[src/md_cart_defines.svh]
`ifndef MD_CART_DEFINES_SVH
`define MD_CART_DEFINES_SVH

// Loader bus widths
`define MD_ADDR_W 25
`define MD_DATA_W 16

// Serial number words in the cartridge header
`define MD_SERIAL_FIRST 25'h182
`define MD_SERIAL_LAST  25'h18A
`define MD_SERIAL_CHECK 25'h18C // First write past the serial

// Region letters
`define MD_REGION_ADDR_A 25'h1F0
`define MD_REGION_ADDR_B 25'h1F2

`define MD_HDR_END 25'h200 // Header fully received

`define MD_N_SERIALS 8
`define MD_GG_W      129 // Strobe bit plus 128 bits of code

`endif

[src/md_cart_pkg.sv]
`include "md_cart_defines.svh"

package md_cart_pkg;

	// Console region, same encoding as the region menu
	typedef enum logic [1:0] {
		JP = 2'd0,
		US = 2'd1,
		EU = 2'd2
	} region_t;

	// Search order for the automatic region
	typedef enum logic [1:0] {
		US_EU_JP = 2'd0,
		EU_US_JP = 2'd1,
		US_JP_EU = 2'd2,
		JP_US_EU = 2'd3
	} prio_t;

	typedef logic [63:0] serial_t; // Eight ASCII chars, first one on top

	typedef enum logic [2:0] {
		SRAM   = 3'd0,
		EEPROM = 3'd1,
		NORAM  = 3'd2,
		FIFO   = 3'd3,
		PIER   = 3'd4,
		SVP    = 3'd5,
		FMBUSY = 3'd6 // Highest index, sizes the quirk vector
	} quirk_idx_t;

	typedef struct packed {
		serial_t    serial;
		quirk_idx_t quirk;
	} quirk_entry_t;

	// Known titles needing a compatibility quirk
	localparam quirk_entry_t quirk_table [`MD_N_SERIALS] = '{
		'{serial: "T-081276", quirk: SRAM},
		'{serial: "MK-1215 ", quirk: EEPROM},
		'{serial: "G-4060  ", quirk: EEPROM},
		'{serial: "T-113016", quirk: NORAM},  // Fake RAM check
		'{serial: "T-89016 ", quirk: FIFO},
		'{serial: "T-574023", quirk: PIER},
		'{serial: "MK-1229 ", quirk: SVP},
		'{serial: "T-35036 ", quirk: FMBUSY}
	};

endpackage

[src/cheat_loader.sv]
`timescale 1ns/1ps
`include "md_cart_defines.svh"

module cheat_loader (
	input  logic                  clk_sys,
	input  logic                  RESET,
	input  logic                  code_download,
	input  logic                  ld_wr,
	input  logic [`MD_ADDR_W-1:0] ld_addr,
	input  logic [`MD_DATA_W-1:0] ld_data,
	output logic [`MD_GG_W-1:0]   gg_code,
	output logic                  gg_code_stb,
	output logic                  gg_reset
);

	// {flags, address, compare, replace}, 32 bits each
	logic [`MD_GG_W-2:0] code_q;
	logic                wr_en;

	assign wr_en   = code_download & ld_wr;
	assign gg_code = {gg_code_stb, code_q}; // Top bit clocks the code in

	always_ff @(posedge clk_sys) begin
		if (RESET) begin
			gg_code_stb <= 1'b0;
			gg_reset    <= 1'b0;
		end else begin
			gg_code_stb <= wr_en && (ld_addr[3:0] == 4'd14); // Record complete
			gg_reset    <= wr_en && (ld_addr == '0);
		end
	end

	//////////////////////////////////////////////////////////////////////
	// Low word first within each field
	always_ff @(posedge clk_sys) begin
		if (wr_en) begin
			case (ld_addr[3:0])
				4'd0:  code_q[111:96]  <= ld_data; // Flags
				4'd2:  code_q[127:112] <= ld_data;
				4'd4:  code_q[79:64]   <= ld_data; // Address
				4'd6:  code_q[95:80]   <= ld_data;
				4'd8:  code_q[47:32]   <= ld_data; // Compare
				4'd10: code_q[63:48]   <= ld_data;
				4'd12: code_q[15:0]    <= ld_data; // Replace
				4'd14: code_q[31:16]   <= ld_data;
				default: ;
			endcase
		end
	end

endmodule

[src/download_monitor.sv]
`timescale 1ns/1ps
`include "md_cart_defines.svh"

module download_monitor (
	input  logic                    clk_sys,
	input  logic                    RESET,
	input  logic                    cart_download,
	input  logic                    ld_wr,
	input  logic [`MD_ADDR_W-1:0]   ld_addr,
	input  logic [`MD_DATA_W-1:0]   ld_data,
	output logic                    dl_start,
	output logic                    dl_end,
	output md_cart_pkg::serial_t    serial,
	output logic                    serial_chk,
	output logic [`MD_ADDR_W-1:0]   rom_size
);

	logic                  dl_q;
	logic [`MD_ADDR_W-1:0] last_addr; // Address of the latest ROM word
	logic                  wr_en;

	assign wr_en = cart_download & ld_wr;

	always_ff @(posedge clk_sys) begin
		if (RESET) begin
			dl_q       <= 1'b0;
			dl_start   <= 1'b0;
			dl_end     <= 1'b0;
			serial_chk <= 1'b0;
			rom_size   <= '0;
		end else begin
			dl_q       <= cart_download;
			dl_start   <= cart_download & ~dl_q;
			dl_end     <= ~cart_download & dl_q;
			serial_chk <= wr_en && (ld_addr == `MD_SERIAL_CHECK);
			if (dl_end)
				rom_size <= last_addr;
		end
	end

	//////////////////////////////////////////////////////////////////////
	// Serial capture, words arrive with the bytes swapped
	always_ff @(posedge clk_sys) begin
		if (wr_en) begin
			last_addr <= ld_addr;
			case (ld_addr)
				`MD_SERIAL_FIRST:         serial[63:56] <= ld_data[15:8];
				`MD_SERIAL_FIRST + 25'd2: serial[55:40] <= {ld_data[7:0], ld_data[15:8]};
				`MD_SERIAL_FIRST + 25'd4: serial[39:24] <= {ld_data[7:0], ld_data[15:8]};
				`MD_SERIAL_FIRST + 25'd6: serial[23:8]  <= {ld_data[7:0], ld_data[15:8]};
				`MD_SERIAL_LAST:          serial[7:0]   <= ld_data[7:0];
				default: ;
			endcase
		end
	end

	// Loader only writes whole words
	a_even_addr: assert property (@(posedge clk_sys) disable iff (RESET)
		$rose(ld_wr) |-> !ld_addr[0]);

endmodule

[src/md_cart_top.sv]
`timescale 1ns/1ps
`include "md_cart_defines.svh"

module md_cart_top (
	input  logic                         clk_sys,
	input  logic                         RESET,
	input  logic                         cart_download,
	input  logic                         code_download,
	input  logic                         ld_wr,
	input  logic [`MD_ADDR_W-1:0]        ld_addr,
	input  logic [`MD_DATA_W-1:0]        ld_data,
	input  logic                         region_auto,
	input  logic [1:0]                   region_prio,
	output md_cart_pkg::region_t         region_req,
	output logic                         region_set,
	output logic [md_cart_pkg::FMBUSY:0] quirks,
	output logic [`MD_ADDR_W-1:0]        rom_size,
	output logic [`MD_GG_W-1:0]          gg_code,
	output logic                         gg_code_stb,
	output logic                         gg_reset
);

	logic                     dl_start;
	md_cart_pkg::serial_t     serial;
	logic                     serial_chk;
	logic [`MD_N_SERIALS-1:0] hit;

	download_monitor u_monitor (
		.clk_sys(clk_sys), .RESET(RESET), .cart_download(cart_download),
		.ld_wr(ld_wr), .ld_addr(ld_addr), .ld_data(ld_data),
		.dl_start(dl_start),
		.dl_end(), // Only drives the size latch inside the monitor
		.serial(serial), .serial_chk(serial_chk), .rom_size(rom_size)
	);

	//////////////////////////////////////////////////////////////////////
	// One matcher per known title
	for (genvar i = 0; i < `MD_N_SERIALS; i++) begin : g_match
		serial_matcher #(.ENTRY(md_cart_pkg::quirk_table[i])) u_match (
			.clk_sys(clk_sys), .RESET(RESET),
			.serial(serial), .serial_chk(serial_chk), .hit(hit[i])
		);
	end

	quirk_collector u_quirks (
		.clk_sys(clk_sys), .RESET(RESET), .dl_start(dl_start),
		.hit(hit), .quirks(quirks)
	);

	region_select u_region (
		.clk_sys(clk_sys), .RESET(RESET), .cart_download(cart_download),
		.ld_wr(ld_wr), .ld_addr(ld_addr), .ld_data(ld_data),
		.region_auto(region_auto), .region_prio(region_prio),
		.region_req(region_req), .region_set(region_set)
	);

	cheat_loader u_cheat (
		.clk_sys(clk_sys), .RESET(RESET), .code_download(code_download),
		.ld_wr(ld_wr), .ld_addr(ld_addr), .ld_data(ld_data),
		.gg_code(gg_code), .gg_code_stb(gg_code_stb), .gg_reset(gg_reset)
	);

endmodule

[src/quirk_collector.sv]
`timescale 1ns/1ps
`include "md_cart_defines.svh"

module quirk_collector (
	input  logic                            clk_sys,
	input  logic                            RESET,
	input  logic                            dl_start,
	input  logic [`MD_N_SERIALS-1:0]        hit,
	output logic [md_cart_pkg::FMBUSY:0]    quirks // One flag per quirk_idx_t value
);

	logic [md_cart_pkg::FMBUSY:0] set_vec;

	//////////////////////////////////////////////////////////////////////
	// Table entry to quirk flag
	always_comb begin
		set_vec = '0;
		for (int i = 0; i < `MD_N_SERIALS; i++) begin
			if (hit[i])
				set_vec[md_cart_pkg::quirk_table[i].quirk] = 1'b1;
		end
	end

	// Sticky until the next cartridge
	always_ff @(posedge clk_sys) begin
		if (RESET)
			quirks <= '0;
		else if (dl_start)
			quirks <= '0;
		else
			quirks <= quirks | set_vec;
	end

	// Table serials are distinct so only one matcher can fire
	a_one_hit: assert property (@(posedge clk_sys) disable iff (RESET)
		$onehot0(hit));

endmodule

[src/region_select.sv]
`timescale 1ns/1ps
`include "md_cart_defines.svh"

module region_select (
	input  logic                  clk_sys,
	input  logic                  RESET,
	input  logic                  cart_download,
	input  logic                  ld_wr,
	input  logic [`MD_ADDR_W-1:0] ld_addr,
	input  logic [`MD_DATA_W-1:0] ld_data,
	input  logic                  region_auto,
	input  logic [1:0]            region_prio,
	output md_cart_pkg::region_t  region_req,
	output logic                  region_set
);

	logic                 dl_q;
	logic                 hdr_ready;
	logic                 hdr_ready_q;
	logic                 hdr_j;
	logic                 hdr_u;
	logic                 hdr_e;
	logic                 wr_en;
	md_cart_pkg::prio_t   prio;
	md_cart_pkg::region_t pick;

	assign wr_en = cart_download & ld_wr;
	assign prio  = md_cart_pkg::prio_t'(region_prio);

	// Returns {J, U, E} for one header character
	function automatic logic [2:0] letter_flags(input logic [7:0] c);
		logic [2:0] f;
		f = 3'b000;
		if (c == "J")
			f[2] = 1'b1;
		else if (c == "U")
			f[1] = 1'b1;
		else if (c >= "0" && c <= "Z")
			f[0] = 1'b1; // Anything else counts as Europe
		return f;
	endfunction

	//////////////////////////////////////////////////////////////////////
	// Priority resolve, falls back to the first region of the order
	always_comb begin
		case (prio)
			md_cart_pkg::US_EU_JP: pick = hdr_u ? md_cart_pkg::US : hdr_e ? md_cart_pkg::EU :
				hdr_j ? md_cart_pkg::JP : md_cart_pkg::US;
			md_cart_pkg::EU_US_JP: pick = hdr_e ? md_cart_pkg::EU : hdr_u ? md_cart_pkg::US :
				hdr_j ? md_cart_pkg::JP : md_cart_pkg::EU;
			md_cart_pkg::US_JP_EU: pick = hdr_u ? md_cart_pkg::US : hdr_j ? md_cart_pkg::JP :
				hdr_e ? md_cart_pkg::EU : md_cart_pkg::US;
			default:               pick = hdr_j ? md_cart_pkg::JP : hdr_u ? md_cart_pkg::US :
				hdr_e ? md_cart_pkg::EU : md_cart_pkg::JP;
		endcase
	end

	always_ff @(posedge clk_sys) begin
		if (RESET) begin
			dl_q                  <= 1'b0;
			hdr_ready             <= 1'b0;
			hdr_ready_q           <= 1'b0;
			{hdr_j, hdr_u, hdr_e} <= 3'b000;
			region_req            <= md_cart_pkg::JP;
			region_set            <= 1'b0;
		end else begin
			dl_q        <= cart_download;
			hdr_ready_q <= hdr_ready;

			if (cart_download & ~dl_q)
				{hdr_j, hdr_u, hdr_e} <= 3'b000; // New cartridge
			if (~cart_download & dl_q)
				hdr_ready <= 1'b0;

			if (wr_en) begin
				if (ld_addr == `MD_REGION_ADDR_A)
					{hdr_j, hdr_u, hdr_e} <= {hdr_j, hdr_u, hdr_e} |
						letter_flags(ld_data[15:8]) | letter_flags(ld_data[7:0]);
				if (ld_addr == `MD_REGION_ADDR_B)
					{hdr_j, hdr_u, hdr_e} <= {hdr_j, hdr_u, hdr_e} | letter_flags(ld_data[7:0]);
				if (ld_addr == `MD_HDR_END)
					hdr_ready <= 1'b1;
			end

			if (hdr_ready & ~hdr_ready_q & region_auto) begin
				region_req <= pick;
				region_set <= 1'b1;
			end
			if (~hdr_ready & hdr_ready_q)
				region_set <= 1'b0; // Download finished
		end
	end

endmodule

[src/serial_matcher.sv]
`timescale 1ns/1ps

module serial_matcher #(
	parameter md_cart_pkg::quirk_entry_t ENTRY = '0
) (
	input  logic                 clk_sys,
	input  logic                 RESET,
	input  md_cart_pkg::serial_t serial,
	input  logic                 serial_chk,
	output logic                 hit
);

	localparam md_cart_pkg::serial_t KEY = ENTRY.serial;

	logic match;

	// Full 64-bit compare against this entry
	assign match = (serial == KEY);

	always_ff @(posedge clk_sys) begin
		if (RESET)
			hit <= 1'b0;
		else
			hit <= serial_chk & match; // One cycle pulse per check
	end

endmodule

[config.mk]
export PLATFORM = sky130hd
export DESIGN_NAME = md_cart_top
export DESIGN_NICKNAME = d
export VERILOG_FILES = /design/src/md_cart_pkg.sv /design/src/cheat_loader.sv /design/src/download_monitor.sv /design/src/md_cart_top.sv /design/src/quirk_collector.sv /design/src/region_select.sv /design/src/serial_matcher.sv
export VERILOG_INCLUDE_DIRS = /design/src
export SDC_FILE = /design/constraint.sdc
export NUM_CORES = 1
export LEC_CHECK = 0
export ABC_CLOCK_PERIOD_IN_PS = 3200
export BUFFER_PORTS_ARGS = -buffer_cell sky130_fd_sc_hd__buf_2
export CAP_MARGIN = 10
export CORE_ASPECT_RATIO = 0.9
export CORE_MARGIN = 2
export CORE_UTILIZATION = 45
export DETAILED_ROUTE_END_ITERATION = 8
export PLACE_DENSITY = 0.67
export SYNTH_ARGS = -nofsm -noshare
export SYNTH_HDL_FRONTEND = slang
export SYNTH_SLANG_ARGS = --single-unit
export TNS_END_PERCENT = 10
[constraint.sdc]
create_clock -name clk_sys -period 3.2 [get_ports clk_sys]
set_input_delay 0.32 -clock clk_sys [delete_from_list [all_inputs] [get_ports clk_sys]]
set_output_delay 0.32 -clock clk_sys [all_outputs]
set_load 0.01 [all_outputs]
After elaboration in Yosys (flattened, before gate mapping)

Index checks and enable logic that the tools add are counted.

Bits in registers: 271
Latch bits: 0
Memory bits (writable): 0
Bits in read-only memories: 0
Input bits: 49
Output and inout port bits: 166
Logic and storage cells: 181
Memories kept: 0

$add $sub $neg: 0
Multipliers: 0
Divide/modulo/power cells: 0
Order comparisons: 4
Eq/ne operators: 30
Shift-type cells: 0
Multiplexer cells: 64
Bitwise logic cells: 23
Reductions and logical operators: 23

Operators with widths:

| operator             | count |
|---|---|
| $eq 64x63->1 const B | 8 |
| $eq 25x9->1 const B  | 8 |
| $mux 2               | 22 |
| $mux 1               | 41 |
| $eq 8x7->1 const B   | 4 |
| $reduce_and 2->1     | 13 |
| $eq 25x10->1 const B | 1 |
| $logic_not 25->1     | 1 |
| $eq 4x4->1 const B   | 4 |
| $ge 8x6->1 const B   | 2 |
| $le 8x7->1 const B   | 2 |
| $and 1x1->1          | 15 |
| $or 3x3->3           | 3 |
| $eq 4x3->1 const B   | 2 |
| $or 7x7->7           | 1 |
| $pmux 2 s3           | 1 |
| $logic_and 1x1->1    | 5 |
| $eq 4x2->1 const B   | 1 |
| $logic_not 4->1      | 1 |
| $not 1->1            | 4 |
| $reduce_or 2->1      | 2 |
| $eq 2x1->1 const B   | 1 |
| $eq 2x2->1 const B   | 1 |
| $logic_not 2->1      | 1 |

Logic depth before layout (Yosys ltp)

Depth after elaboration: 13
Depth in mapped cells: 6
Mapped depth without buffers: 5

By module

Synthesis repeated with hierarchy kept, for this count alone.

Cell total of the unflattened synthesis: 661
Area total of the unflattened synthesis: 10,538.9 µm²

Modules (own cells, without submodules):

| module                                  | times used | cells each | area an instance (µm²) | seq. area each (µm²) |
|---|---|---|---|---|
| cheat_loader                            | 1          | 153        | 4,026.4                | 3,883.7 |
| download_monitor                        | 1          | 197        | 3,819.9                | 3,253.1 |
| region_select                           | 1          | 87         | 670.6                  | 180.2 |
| serial_matcher (g_match[1].u_match ...) | 2          | 25         | 245.2                  | 20.0 |
| serial_matcher (g_match[3].u_match)     | 1          | 28         | 240.2                  | 20.0 |
| serial_matcher (g_match[5].u_match)     | 1          | 27         | 232.7                  | 20.0 |
| serial_matcher (g_match[7].u_match)     | 1          | 26         | 216.5                  | 20.0 |
| serial_matcher (g_match[0].u_match)     | 1          | 27         | 212.7                  | 20.0 |
| serial_matcher (g_match[2].u_match)     | 1          | 25         | 211.5                  | 20.0 |
| serial_matcher (g_match[4].u_match)     | 1          | 26         | 211.5                  | 20.0 |
| quirk_collector                         | 1          | 15         | 206.4                  | 140.1 |

Least setup slack after synthesis

Ideal clock, no wire load.

Path kind: input to register
Start point: in ld_wr
End point: reg u_monitor.serial[10] (enable)
Library setup time: 388 ps
Arrival: 2,278 ps
Data required time: 2,812 ps
Slack: 533 ps
Cell stages on the path: 5
Path buffers: 0
Cells stage by stage: and2_1 nand4b_1 nor3_1 nand2_1 nor2_1

Cells in the longest elaborated chain, start to end: 2

RTL lines:

| element                           | line                   | RTL |
|---|---|---|
| start: declaration                | md_cart_top.sv:9       | `input logic ld_wr,` |
| $and 1x1->1                       | download_monitor.sv:22 | `assign wr_en = cart_download & ld_wr;` |
| $reduce_and 2->1 (no source line) | n/a                    |  |
| end signal: assignment            | download_monitor.sv:50 | `` `MD_SERIAL_FIRST + 25'd6: serial[23:8] <= {ld_data[7:0], ld_data[15:8]}; `` |
| end: declaration                  | download_monitor.sv:13 | `output md_cart_pkg::serial_t serial,` |

No other way between the ends.
A chain may end at the register's enable or synchronous reset.

Final worst setup path

Start point: in ld_addr[21]
End point: reg u_monitor.serial[57] (enable)

Cells in the longest elaborated chain, start to end: 2

RTL lines:

| element                           | line                   | RTL |
|---|---|---|
| start: declaration                | md_cart_top.sv:10      | `` input logic [`MD_ADDR_W-1:0] ld_addr, `` |
| $eq 25x9->1                       | download_monitor.sv:46 | `case (ld_addr)` |
| $reduce_and 2->1 (no source line) | n/a                    |  |
| end signal: assignment            | download_monitor.sv:47 | `` `MD_SERIAL_FIRST: serial[63:56] <= ld_data[15:8]; `` |

No other way between the ends.

==> summary by stage <==
Status
The flow ran to the end, and the final reports show no timing, DRC or antenna violations.

Detailed routing
The number of iterations in the first detailed-routing pass is 5. For this block, the initial DRC count from the detailed router was 422. Dividing the detail-routed wire length by the instance count gives 21.1 µm. Using the TritonRoute via totals, the vias-per-cell ratio works out to 5.27. After detailed routing, the number of remaining DRC violations is 0. The routed wire length is 22300 µm. Once detail routing completed, the nets flagged for antenna violations numbered 0. The final route contains 5573 vias.

Clocking
The CTS tree is built. The root cell of the clock tree is sky130_fd_sc_hd__clkbuf_16. Once the clock tree was built, the resizer swapped 0 gates to a different size. The number of buffers between clock root and the deepest sink is 3. The buffer count from post-CTS setup fixing is 0. In this run the number of H-tree levels came out at 1. The hold-fix buffer count after cts is 19. For the worst-skew pair, the clock arrives at the later sink with an insertion delay of 0.55 ns.

Clock-pin slew was measured on the worst setup and hold paths at 0.06 ns. Clock tree synthesis inserted a total of 27 buffers. The number of clock sinks seen by CTS is 271.

Die
The die is 139 µm tall. Measured along the x axis, the die boundary spans 154 µm. The placeable core area is 0.0199 mm². The die covers 0.0214 mm².

Once the floorplan was initialized, standard cells occupied 45.7% of the core. The number of I/O pins is 215. The row count is 49.

Synthesis
The proportion of netlist area held by the largest area contributor is 71.6%. Sorting the synthesized cells by area gives the leading types as sky130_fd_sc_hd__edfxtp_1, sky130_fd_sc_hd__dfxtp_1, sky130_fd_sc_hd__mux2i_1, sky130_fd_sc_hd__nor2_1, sky130_fd_sc_hd__nor3_1. Summing every instance area after synthesis gives 0.00910 mm². Sorting the synthesized cells by how often they occur yields sky130_fd_sc_hd__edfxtp_1, sky130_fd_sc_hd__nor2_1, sky130_fd_sc_hd__dfxtp_1. The cell with the most instances after synthesis is sky130_fd_sc_hd__edfxtp_1. After synthesis, the netlist uses 49 different library cells.

The synthesized netlist net count is 564. Synthesis produced 515 cells. The number of register bits inferred by synthesis is 271. The most used flip-flop cell after synthesis is sky130_fd_sc_hd__edfxtp_1. The synthesized design contains 217 enable-type register cells. The sequential share of the synthesized area is 83.5%.

A synthesized cell averages 17.7 µm². In the synthesized netlist the async set-or-reset flop fraction comes to 0%. During synthesis, Yosys emitted a total of 0 warnings. The biggest area contributor in the post-synthesis netlist is sky130_fd_sc_hd__edfxtp_1.

Timing
The slew at the pin with the worst max-slew slack is 0.704 ns. The number of failing hold endpoints at the final stage is 0. The final total negative setup slack is 0 ns. Setup repair after global routing left no endpoint under its margin. The final worst clock skew is 0.0241 ns. The time the final worst path needs with I/O delays and setup is 2.57 ns.

Setup violations remaining at the end of the flow were counted as 0. The headroom to the max-slew limit is 52.8%. Across all hold checks on the routed design, the worst slack comes to 0.0220 ns. The fmax is 389 MHz. In the finished design, the share of the clock period the worst path needs comes to 80.4%.

The number of pins with negative max-slew slack in the final report is 0.

Global routing
Entering global routing, the biggest net connects 37 pins. Global routing finished with a remaining overflow of 0. The number of global-route vias before repair is 5861. The global-route wire length before repair is 34000 µm. The combined global-route utilization of all metal layers is 20.7%. The initial antenna violation count is 0.

Setup path
The critical path goes through dlygate4sd3_1 -> buf_2 -> nor4_1 -> nand4_1 -> nor3_1 -> nand2_1 -> nor3_1 -> buf_4. The data arrival time of the critical path is 2.81 ns. The type of the worst setup path is in -> reg. The worst setup path is captured at a register. The slowest stage of the critical path belongs to the cell sky130_fd_sc_hd__dlygate4sd3_1. The worst setup path is launched from a primary input. On the worst path, the slowest cell contributes a delay of 0.54 ns. The highest fanout seen on the critical path is 5. The most used cell along the critical path is sky130_fd_sc_hd__nor3_1. Data on the critical path is required at its endpoint by 3.44 ns.

Finish
Cells fill 58.2% of the core in the end. The final net count is 833. The number of antenna diodes is 0.

Cells with a size suffix above 1 make up 35.0% of the layout. The area growth from synthesis to layout is 27.3%. Fill cells in the final layout number 1479.

Placed design
The count of buffers inserted at the top-level ports is 214. The half-perimeter wire length after detailed placement is 14700 µm. The last weighted congestion value of the routability-driven placer is 0.923.

Power and ir drop
The leakage dissipation is 4.22 nW. VDD sags by at most 0.000551 V. The design draws 7.01 mW. The total power per unit cell area is 605 mW/mm².

Flow run
Across the run, the number of max-cap violations was 0.

Min path
The min-delay analysis places its worst path in the category in -> reg.
[area by class of cell]
| class | instances | area [µm²] | area share [%] |
|---|---|---|---|
| Clock inverter | 16 | 121 | 1.05 |
| Tap cell | 255 | 319 | 2.75 |
| Multi-Input combinational cell | 230 | 1460 | 12.6 |
| Timing Repair Buffer | 248 | 1370 | 11.9 |
| Sequential cell | 271 | 7600 | 65.6 |
| Clock buffer | 31 | 691 | 5.96 |
| Inverter | 6 | 22.5 | 0.194 |
[routing by layer]
metal	track usage [%]	up-vias	wire (µm)
li1	-	2530	-
met1	27.2	2758	9100
met2	34.0	247	10900
met3	5.56	38	1760
met4	6.35	0	560
met5	0	-	0
[report_power, final]
part,switching (mW),internal (mW)
registers,0.0149,3.85
clock network,1.28,1.63
logic,0.153,0.0786
[cell usage in the layout, fill, tap and decap left out, types with 3 or more instances in the layout]
cell | synthesis | routed
sky130_fd_sc_hd__nor3_1 | 18 | 16
sky130_fd_sc_hd__buf_2 | 0 | 214
sky130_fd_sc_hd__or3_1 | 3 | 3
sky130_fd_sc_hd__nand2_1 | 18 | 18
sky130_fd_sc_hd__and2_1 | 3 | 3
sky130_fd_sc_hd__dlygate4sd3_1 | 0 | 19
sky130_fd_sc_hd__nand2b_1 | 7 | 7
sky130_fd_sc_hd__nor2b_1 | 5 | 5
sky130_fd_sc_hd__nand3_1 | 11 | 11
sky130_fd_sc_hd__or4_1 | 7 | 7
sky130_fd_sc_hd__buf_4 | 1 | 15
sky130_fd_sc_hd__nor3b_1 | 4 | 4
sky130_fd_sc_hd__clkinv_1 | 0 | 5
sky130_fd_sc_hd__nand4_1 | 8 | 8
sky130_fd_sc_hd__clkinv_2 | 0 | 7
sky130_fd_sc_hd__nor2_2 | 0 | 5
sky130_fd_sc_hd__nor4b_1 | 4 | 4
sky130_fd_sc_hd__nor4_1 | 10 | 10
sky130_fd_sc_hd__nor2_1 | 55 | 50
sky130_fd_sc_hd__o21a_1 | 6 | 6
sky130_fd_sc_hd__o21ai_0 | 4 | 4
sky130_fd_sc_hd__clkbuf_1 | 6 | 4
sky130_fd_sc_hd__nand4b_1 | 6 | 6
sky130_fd_sc_hd__clkbuf_16 | 0 | 27
sky130_fd_sc_hd__edfxtp_1 | 217 | 217
sky130_fd_sc_hd__mux2i_1 | 25 | 25
sky130_fd_sc_hd__inv_1 | 5 | 5
sky130_fd_sc_hd__a21oi_1 | 9 | 9
sky130_fd_sc_hd__dfxtp_1 | 54 | 54
[flip-flops by register name, indices dropped and copies added (netlist names), 2 cells and up]
name / count
u_quirks.quirks: 7
u_region.region_req: 2
u_monitor.serial: 64
u_cheat.code_q: 128
g_match.u_match.hit: 8
u_monitor.last_addr: 25
u_monitor.rom_size: 25
[cells by family (layout without fill, tap and decap cells)]
logic type                Yosys count  in the layout  share of synthesized area, %
and+or+nand+nor                   175            175                          10.9
buffers and inverters              14            301                         0.701
muxes                              25             25                          2.75
xor gates and xnor gates            1              1                        0.0962
DFF                               271            271                          83.5
AOI/OAI and AO/OA                  29             29                          2.12
[critical path, delay by kind of cell]
kind	cells	cell delay, ns
buffers and inverters	3	0.91
AND/OR/NAND/NOR	5	1.58
[path summary, 6_finish.rpt]
kind                            slack, ns                   start  cells past startpoint                      to
worst min register to register       0.45  g_match[5].u_match.hit                      1      u_quirks.quirks[4]
worst max-delay path                 0.63             ld_addr[21]                      8    u_monitor.serial[57]
worst min-delay path                 0.02              ld_addr[9]                      1  u_monitor.last_addr[9]
worst max register to register       0.65    u_monitor.serial[30]                      5  g_match[0].u_match.hit
[stage by stage]
stage                     instance area, µm²  setup slack [ns]  instances
after floorplan                         9100             0.533        515
after global placement                 10600             0.746        991
after detailed placement               10600             0.675        991
after CTS                              11600             0.667       1057
after global routing                   11600             0.304       1057
final                                  11600             0.629       1057
Power figures use the tool's default switching activity.
